[config.mk]
export PLATFORM = sky130hd
export DESIGN_NAME = video_base
export DESIGN_NICKNAME = d
export VERILOG_FILES = /design/src/source/video_pkg.sv /design/src/source/pixel_capture.sv /design/src/source/line_buffer.sv /design/src/source/scan_doubler.sv /design/src/source/video_encoder.sv /design/src/source/video_base.sv
export SDC_FILE = /design/constraint.sdc
export NUM_CORES = 2
export LEC_CHECK = 0
export BUFFER_PORTS_ARGS = -buffer_cell sky130_fd_sc_hd__buf_2
export CORE_MARGIN = 3
export CORE_UTILIZATION = 63
export DETAILED_ROUTE_END_ITERATION = 10
export GPL_TIMING_DRIVEN = 0
export PLACE_DENSITY = 0.86
export SKIP_LAST_GASP = 1
export SLEW_MARGIN = 5
export SYNTH_ARGS = -nofsm -noshare
export SYNTH_HDL_FRONTEND = slang
export SYNTH_SLANG_ARGS = --single-unit
[constraint.sdc]
create_clock -name clk_sys -period 13.1 [get_ports clk_sys]
set_input_delay 2.62 -clock clk_sys [delete_from_list [all_inputs] [get_ports clk_sys]]
set_output_delay 2.62 -clock clk_sys [all_outputs]
set_load 0.005 [all_outputs]
[src/source/video_pkg.sv]
package video_pkg;

    // Pixel strobe divider
    localparam int PXL_DIV = 4;             // clk_sys cycles per pixel
    localparam int DBL_DIV = PXL_DIV / 2;   // Double rate strobe period
    localparam int DIV_W   = $clog2(PXL_DIV);

    // Line geometry
    localparam int H_ACTIVE_MAX = 64;
    localparam int ADDR_W       = 6;
    localparam int H_TOTAL      = 96;       // Pixel periods per input line
    localparam int HS_TICKS     = 8;        // Doubled hsync width in dbl ticks
    localparam int TICK_W       = $clog2(H_TOTAL);

    // Luma and chroma weights, scaled by 256
    localparam int Y_KR       = 77;
    localparam int Y_KG       = 150;
    localparam int Y_KB       = 29;
    localparam int PB_K       = 144;        // 0.564 of (B - Y)
    localparam int PR_K       = 183;        // 0.713 of (R - Y)
    localparam int CHROMA_MID = 32;

    typedef logic [3:0] game_colour_t;
    typedef logic [5:0] vga_colour_t;

    // Line buffer word
    typedef struct packed {
        game_colour_t r;
        game_colour_t g;
        game_colour_t b;
    } pixel_t;

    typedef logic [DIV_W-1:0]  div_t;
    typedef logic [ADDR_W-1:0] addr_t;
    typedef logic [ADDR_W:0]   len_t;       // Holds 0 to H_ACTIVE_MAX
    typedef logic [TICK_W-1:0] tick_t;

endpackage

[src/source/pixel_capture.sv]
`timescale 1ns/10ps

module pixel_capture(
    input  logic                    clk_sys,
    input  logic                    rst,
    input  video_pkg::game_colour_t game_r,
    input  video_pkg::game_colour_t game_g,
    input  video_pkg::game_colour_t game_b,
    input  logic                    lhbl,
    input  logic                    lvbl,
    input  logic                    vs,
    output logic                    pxl_cen,
    output logic                    dbl_cen,
    output logic                    wr_en,
    output video_pkg::addr_t        wr_addr,
    output video_pkg::pixel_t       wr_data,
    output logic                    line_done,
    output video_pkg::len_t         line_len,
    output logic                    line_vs
);

video_pkg::div_t    div_cnt;
video_pkg::pixel_t  pix_s;      // Colour sampled on the last strobe
logic               lhbl_s;
logic               lvbl_s;
logic               vs_s;
logic               lhbl_l;     // Blanking one strobe before lhbl_s
logic               vs_line;    // vs held for the line being written
video_pkg::len_t    count;      // Pixels written so far on this line
video_pkg::len_t    idx;
logic               rise;
logic               fall;
logic               take;

always_ff @(posedge clk_sys) begin
    if (rst) begin
        div_cnt <= '0;
    end else if (div_cnt == video_pkg::div_t'(video_pkg::PXL_DIV - 1)) begin
        div_cnt <= '0;
    end else begin
        div_cnt <= div_cnt + 1'b1;
    end
end

assign pxl_cen = div_cnt == '0;
assign dbl_cen = (int'(div_cnt) % video_pkg::DBL_DIV) == 0;   // Every other one hits pxl_cen

// Edges seen on the sampled blanking, so everything acts one strobe late
assign rise = lhbl_s && !lhbl_l;
assign fall = !lhbl_s && lhbl_l;
assign idx  = rise ? '0 : count;
assign take = lhbl_s && lvbl_s && (idx < video_pkg::len_t'(video_pkg::H_ACTIVE_MAX));

always_ff @(posedge clk_sys) begin
    if (pxl_cen) begin
        pix_s <= {game_r, game_g, game_b};
    end
end

always_ff @(posedge clk_sys) begin
    if (rst) begin
        lhbl_s    <= 1'b0;
        lvbl_s    <= 1'b0;
        vs_s      <= 1'b1;
        lhbl_l    <= 1'b0;
        vs_line   <= 1'b1;
        count     <= '0;
        wr_en     <= 1'b0;
        line_done <= 1'b0;
        line_len  <= '0;
        line_vs   <= 1'b1;
    end else begin
        wr_en     <= 1'b0;
        line_done <= 1'b0;
        if (pxl_cen) begin
            lhbl_s <= lhbl;
            lvbl_s <= lvbl;
            vs_s   <= vs;
            lhbl_l <= lhbl_s;
            if (rise) begin
                count   <= '0;
                vs_line <= vs_s;
            end
            if (take) begin
                wr_en <= 1'b1;
                count <= idx + 1'b1;
            end
            if (fall) begin     // Last write has already landed
                line_done <= 1'b1;
                line_len  <= count;
                line_vs   <= vs_line;
            end
        end
    end
end

always_ff @(posedge clk_sys) begin
    if (pxl_cen && take) begin
        wr_addr <= video_pkg::addr_t'(idx);
        wr_data <= pix_s;
    end
end

endmodule

[src/source/line_buffer.sv]
`timescale 1ns/10ps

module line_buffer(
    input  logic               clk_sys,
    input  logic               rst,
    input  logic               wr_en,
    input  video_pkg::addr_t   wr_addr,
    input  video_pkg::pixel_t  wr_data,
    input  logic               line_done,
    input  video_pkg::addr_t   rd_addr,
    output video_pkg::pixel_t  rd_data
);

localparam int DEPTH = 2 * video_pkg::H_ACTIVE_MAX;

video_pkg::pixel_t  mem [DEPTH];
logic               wr_bank;    // Bank taking the current input line
logic [video_pkg::ADDR_W:0] wr_ptr;
logic [video_pkg::ADDR_W:0] rd_ptr;

// Swap once the line is complete
always_ff @(posedge clk_sys) begin
    if (rst) begin
        wr_bank <= 1'b0;
    end else if (line_done) begin
        wr_bank <= !wr_bank;
    end
end

// Bank select in the top address bit
assign wr_ptr = {wr_bank, wr_addr};
assign rd_ptr = {!wr_bank, rd_addr};

always_ff @(posedge clk_sys) begin
    if (wr_en) begin
        mem[wr_ptr] <= wr_data;
    end
end

always_ff @(posedge clk_sys) begin
    rd_data <= mem[rd_ptr];     // One cycle read
end

endmodule

[src/source/scan_doubler.sv]
`timescale 1ns/10ps

module scan_doubler(
    input  logic               clk_sys,
    input  logic               rst,
    input  logic               dbl_cen,
    input  logic               line_done,
    input  video_pkg::len_t    line_len,
    input  logic               line_vs,
    input  logic               en_mixing,
    output video_pkg::addr_t   rd_addr,
    input  video_pkg::pixel_t  rd_data,
    output video_pkg::pixel_t  dbl_pix,
    output logic               dbl_hs,
    output logic               dbl_vs
);

video_pkg::tick_t   tick;       // Position inside one copy
logic               copy;       // Second copy when high
logic               active;
video_pkg::len_t    len;
logic               vs_l;
video_pkg::pixel_t  prev;       // Pixel to the left, for mixing
video_pkg::pixel_t  mixed;
logic               last_tick;
logic               hs_tick;
logic               pix_tick;
logic               first_pix;
logic               mix_on;

// Truncated mean of two channels
function automatic video_pkg::game_colour_t avg(
    input video_pkg::game_colour_t a,
    input video_pkg::game_colour_t b
);
    logic [4:0] sum;
    sum = {1'b0, a} + {1'b0, b};
    return sum[4:1];
endfunction

assign last_tick = tick == video_pkg::tick_t'(video_pkg::H_TOTAL - 1);
assign hs_tick   = active && (tick < video_pkg::tick_t'(video_pkg::HS_TICKS));
assign pix_tick  = active && !hs_tick
                   && (int'(tick) < video_pkg::HS_TICKS + int'(len));
assign first_pix = tick == video_pkg::tick_t'(video_pkg::HS_TICKS);
assign mix_on    = en_mixing && copy && !first_pix;

// Address settles a cycle ahead of the dbl_cen that uses the data
assign rd_addr = video_pkg::addr_t'(tick - video_pkg::tick_t'(video_pkg::HS_TICKS));

always_comb begin
    mixed.r = avg(rd_data.r, prev.r);
    mixed.g = avg(rd_data.g, prev.g);
    mixed.b = avg(rd_data.b, prev.b);
end

// A new line always restarts playback, even mid copy
always_ff @(posedge clk_sys) begin
    if (rst) begin
        active <= 1'b0;
        copy   <= 1'b0;
        tick   <= '0;
        len    <= '0;
        vs_l   <= 1'b1;
    end else if (line_done) begin
        active <= 1'b1;
        copy   <= 1'b0;
        tick   <= '0;
        len    <= line_len;
        vs_l   <= line_vs;
    end else if (dbl_cen && active) begin
        if (last_tick) begin
            tick <= '0;
            copy <= 1'b1;
            if (copy) begin
                active <= 1'b0;     // Both copies shown
            end
        end else begin
            tick <= tick + 1'b1;
        end
    end
end

always_ff @(posedge clk_sys) begin
    if (rst) begin
        dbl_hs  <= 1'b1;
        dbl_vs  <= 1'b1;
        dbl_pix <= '0;
    end else if (dbl_cen) begin
        dbl_hs <= !hs_tick;
        dbl_vs <= !(active && !vs_l);
        if (pix_tick) begin
            dbl_pix <= mix_on ? mixed : rd_data;
        end else begin
            dbl_pix <= '0;      // Black outside the active run
        end
    end
end

always_ff @(posedge clk_sys) begin
    if (dbl_cen && pix_tick) begin
        prev <= rd_data;
    end
end

endmodule

[src/source/video_encoder.sv]
`timescale 1ns/10ps

module video_encoder(
    input  logic                   clk_sys,
    input  logic                   rst,
    input  logic                   ypbpr,
    input  video_pkg::pixel_t      dbl_pix,
    input  logic                   dbl_hs,
    input  logic                   dbl_vs,
    output video_pkg::vga_colour_t vga_r,
    output video_pkg::vga_colour_t vga_g,
    output video_pkg::vga_colour_t vga_b,
    output logic                   vga_hs,
    output logic                   vga_vs
);

video_pkg::vga_colour_t r6;
video_pkg::vga_colour_t g6;
video_pkg::vga_colour_t b6;
video_pkg::vga_colour_t y;
video_pkg::vga_colour_t pb;
video_pkg::vga_colour_t pr;
logic                   csync;

function automatic video_pkg::vga_colour_t widen(input video_pkg::game_colour_t c);
    return {c, c[3:2]};
endfunction

function automatic video_pkg::vga_colour_t clamp6(input int v);
    if (v < 0) begin
        return '0;
    end else if (v > 63) begin
        return 6'd63;
    end
    return video_pkg::vga_colour_t'(v);
endfunction

assign r6 = widen(dbl_pix.r);
assign g6 = widen(dbl_pix.g);
assign b6 = widen(dbl_pix.b);

always_comb begin
    int y_sum;
    y_sum = video_pkg::Y_KR * int'(r6) + video_pkg::Y_KG * int'(g6)
          + video_pkg::Y_KB * int'(b6);
    y  = video_pkg::vga_colour_t'(y_sum >>> 8);     // Weights sum to 256, no overflow
    // Arithmetic shift floors negative differences
    pb = clamp6(video_pkg::CHROMA_MID + ((video_pkg::PB_K * (int'(b6) - int'(y))) >>> 8));
    pr = clamp6(video_pkg::CHROMA_MID + ((video_pkg::PR_K * (int'(r6) - int'(y))) >>> 8));
end

assign csync = !(dbl_hs ^ dbl_vs);  // Low when exactly one sync is low

always_ff @(posedge clk_sys) begin
    if (rst) begin
        vga_r  <= '0;
        vga_g  <= '0;
        vga_b  <= '0;
        vga_hs <= 1'b1;
        vga_vs <= 1'b1;
    end else if (ypbpr) begin
        vga_r  <= pr;
        vga_g  <= y;
        vga_b  <= pb;
        vga_hs <= csync;
        vga_vs <= 1'b1;     // Held high to select component input
    end else begin
        vga_r  <= r6;
        vga_g  <= g6;
        vga_b  <= b6;
        vga_hs <= dbl_hs;
        vga_vs <= dbl_vs;
    end
end

endmodule

[src/source/video_base.sv]
`timescale 1ns/10ps

module video_base(
    input  logic                    clk_sys,
    input  logic                    rst,
    input  video_pkg::game_colour_t game_r,
    input  video_pkg::game_colour_t game_g,
    input  video_pkg::game_colour_t game_b,
    input  logic                    lhbl,
    input  logic                    lvbl,
    input  logic                    hs,         // Kept for core compatibility, lhbl sets timing
    input  logic                    vs,
    input  logic                    en_mixing,
    input  logic                    ypbpr,
    output logic                    pxl_cen,
    output video_pkg::vga_colour_t  vga_r,
    output video_pkg::vga_colour_t  vga_g,
    output video_pkg::vga_colour_t  vga_b,
    output logic                    vga_hs,
    output logic                    vga_vs
);

logic               dbl_cen;
logic               wr_en;
video_pkg::addr_t   wr_addr;
video_pkg::pixel_t  wr_data;
logic               line_done;
video_pkg::len_t    line_len;
logic               line_vs;
video_pkg::addr_t   rd_addr;
video_pkg::pixel_t  rd_data;
video_pkg::pixel_t  dbl_pix;
logic               dbl_hs;
logic               dbl_vs;

pixel_capture u_capture(
    .clk_sys   ( clk_sys   ),
    .rst       ( rst       ),
    .game_r    ( game_r    ),
    .game_g    ( game_g    ),
    .game_b    ( game_b    ),
    .lhbl      ( lhbl      ),
    .lvbl      ( lvbl      ),
    .vs        ( vs        ),
    .pxl_cen   ( pxl_cen   ),
    .dbl_cen   ( dbl_cen   ),
    .wr_en     ( wr_en     ),
    .wr_addr   ( wr_addr   ),
    .wr_data   ( wr_data   ),
    .line_done ( line_done ),
    .line_len  ( line_len  ),
    .line_vs   ( line_vs   )
);

line_buffer u_linebuf(
    .clk_sys   ( clk_sys   ),
    .rst       ( rst       ),
    .wr_en     ( wr_en     ),
    .wr_addr   ( wr_addr   ),
    .wr_data   ( wr_data   ),
    .line_done ( line_done ),
    .rd_addr   ( rd_addr   ),
    .rd_data   ( rd_data   )
);

scan_doubler u_doubler(
    .clk_sys   ( clk_sys   ),
    .rst       ( rst       ),
    .dbl_cen   ( dbl_cen   ),
    .line_done ( line_done ),
    .line_len  ( line_len  ),
    .line_vs   ( line_vs   ),
    .en_mixing ( en_mixing ),
    .rd_addr   ( rd_addr   ),
    .rd_data   ( rd_data   ),
    .dbl_pix   ( dbl_pix   ),
    .dbl_hs    ( dbl_hs    ),
    .dbl_vs    ( dbl_vs    )
);

video_encoder u_encoder(
    .clk_sys   ( clk_sys   ),
    .rst       ( rst       ),
    .ypbpr     ( ypbpr     ),
    .dbl_pix   ( dbl_pix   ),
    .dbl_hs    ( dbl_hs    ),
    .dbl_vs    ( dbl_vs    ),
    .vga_r     ( vga_r     ),
    .vga_g     ( vga_g     ),
    .vga_b     ( vga_b     ),
    .vga_hs    ( vga_hs    ),
    .vga_vs    ( vga_vs    )
);

endmodule

==> flow_summary.ini <==
[global_route]
track_usage = 0.377
grt-ovfl-total = 0
grt_max_degree = 33
grt_pass1_vias = 38301
antenna_found_initial = 31
grt_pass1_wl_mm = 293

[outcome]
violations = max-capacitance violations, max-slew violations
status = complete, but fails checks

[power_and_ir_drop]
pwr_density_cell_mw_per_mm2 = 137
p_total_mw = 10.6
p_leak_nw = 25.1
irDropWorstVdd_mv = 0.123

[yosys]
synth_fp_nets = 3542
synth_area_leaders = edfxtp_1 (69%), mux4_2 (17%), ha_1 (3.0%)
syn_avg_cell_area_um2 = 20.7
syn_inst = 3314
seq_area_frac_synth = 0.718
synth_edf_count = 1578
synthFlopType = edfxtp_1
netlist_area_mm2 = 0.0685
synth.top_cell.area_share = 0.692
synthArstFlopShare = 0
yosys_warnings = 0
synth-seq-cells = 1666
yosysTopAreaCell = edfxtp_1
ys_types = 76

[timing]
min_period_over_period = 0.956
tns_ps = 0
hold_viol_final = 0
layout_setup_ws_ps = 579
finClkSkew_ps = 28.6
fmax_mhz = 79.9
setup_viol = 0
rsz0062_at_grt = no
whs_ps = 418
min_period_ps = 12520
worst_pin_slew_ps = 1580
slew_headroom = -0.0505
timing.final.max_slew_violations = 11

[placement]
hpwlAfterDp_mm = 122
dpl_cell_area_mm2 = 0.0721
io_buffers = 39
place.gp.congestion = 0.903
dp_slack_ps = 391

[floorplan]
ioPinCount = 41
start_util = 0.637
dieArea_mm2 = 0.113
core_area_mm2 = 0.108
die_h_um = 336
die_width_um = 336
rows = 120

[worst_setup_path]
worstPathRequired_ps = 13770
path_common_cell = ha_1
slowest_stage = or4_2
start_kind = flop
path_buf_inv = 5
end_kind = flop
worstPathArrival_ps = 13200
critical_path_class = flop to flop
cp_max_fo = 8
cpLargestDelayFamily = adder cells
crit_path_max_incr_delay_ps = 680

[cts]
clock_latency_ps = 810
cts_sinks = 1666
post-cts-setup-buffers = 0
cts.clk_slew.worst_paths_ps = 70
cts_tree = done
cts_buffers = 159
clk_path_buf_depth = 3
root_buffer = clkbuf_16
ctsHtreeMaxLevel = 4

[drt]
drtPass1Iterations = 7
drt_wl_total_mm = 206
drtIter0Drc = 6986
ant_nets = 0
wl_per_cell_um = 40.1
dr_total_vias = 38673
drc_errors = 0
via_per_inst = 7.53

[job]
maxCapViolations = 1

[final_layout]
nets = 3808
fin_area_mm2 = 0.0773
area.growth.synth_to_final_pct = 12.9
drive_above_1_share = 0.252
seqCellArea_mm2 = 0.0491
fillCellCount = 5518
multiInputGateArea_mm2 = 0.0184

[worst_hold_path]
worstHoldPathType = flop to flop
==> cell families (layout without fill, tap and decap cells) <==
kind of cell,Yosys count,in the layout,share of synthesized area
other cells,0,22,0
flops,1666,1666,0.718
compound gates,166,166,0.0158
xor+xnor,72,72,0.00959
fa+ha+maj,216,216,0.0440
mux,534,534,0.170
simple gates,404,404,0.0276
buf+inv,256,654,0.0148
==> flip-flops by register name, indices dropped and copies added, names as in the netlist, 2 cells and up <==
name	flops
u_linebuf.mem	1536
u_capture.pix_s	12
u_capture.wr_data	12
u_doubler.dbl_pix	12
u_doubler.prev	12
u_linebuf.rd_data	12
u_capture.count	7
u_capture.line_len	7
u_doubler.len	7
u_doubler.tick	7
u_capture.wr_addr	6
u_encoder.vga_b	6
u_encoder.vga_g	6
u_encoder.vga_r	6
u_capture.div_cnt	2
==> power by group <==
part / switching, mW / internal [mW]
sequential: 0.0111 / 5.77
clock: 2.14 / 2.47
combinational: 0.100 / 0.0641
==> routing by layer <==
metal / GRT usage / wire, um / vias up
met2: 0.581 / 96700 / 4093
met1: 0.469 / 64300 / 19421
met5: 0.00391 / 166 / -
met3: 0.122 / 28400 / 1040
met4: 0.236 / 16600 / 20
li1: - / - / 14099
==> stage by stage <==
stage	instances	utilization
floorplan	3314	-
global placement	4756	0.655
detailed placement	4821	0.671
CTS	5114	0.717
global route	5119	0.718
finish	5137	0.719
==> cells in the mapped netlist, types with 19 or more instances <==
cell type / count
edfxtp_1: 1578
mux4_2: 504
nor2_1: 208
ha_1: 165
inv_1: 109
clkbuf_1: 97
dfxtp_1: 88
a21oi_1: 57
nand2_1: 57
xnor2_1: 46
fa_1: 43
o21ai_0: 39
buf_1: 30
nor2b_1: 26
nand3_1: 24
xor2_1: 24
nor3_1: 19
==> area by class of cell <==
type | count | share of cell area
diodes | 22 | 0.000712
plain buffers | 145 | 0.00784
clock buffers | 200 | 0.0545
clock inverters | 93 | 0.0108
inverters | 111 | 0.00539
multi-input cells | 1392 | 0.238
flip-flops and latches | 1666 | 0.636
well taps | 1403 | 0.0227
repair buffers | 105 | 0.0240
==> worst paths after layout <==
kind                                      startpoint  slack, ps              endpoint  cells after the start
worst max-delay path            u_doubler.dbl_pix[0]        580    u_encoder.vga_r[5]                     42
worst max register to register  u_doubler.dbl_pix[0]        580    u_encoder.vga_r[5]                     42
worst min register to register    u_capture.pix_s[0]        420  u_capture.wr_data[0]                      0
worst min-delay path              u_capture.pix_s[0]        420  u_capture.wr_data[0]                      0
==> cell usage in the layout, fill, tap and decap left out, types with 55 or more instances in the layout <==
| master | Yosys | final |
|---|---|---|
| nand2_1 | 57 | 57 |
| clkbuf_1 | 97 | 126 |
| inv_1 | 109 | 109 |
| nor2_1 | 208 | 184 |
| mux4_2 | 504 | 504 |
| clkbuf_16 | 0 | 159 |
| a21oi_1 | 57 | 57 |
| buf_16 | 0 | 55 |
| edfxtp_1 | 1578 | 1578 |
| ha_1 | 165 | 165 |
| dfxtp_1 | 88 | 86 |
==> repair_timing <==
item,4_1_cts,5_1_grt
gates resized for setup,0,3
hold buffers,0,0
endpoints found under the setup margin,0,6
Note: power is estimated with default switching activity, not from simulation.
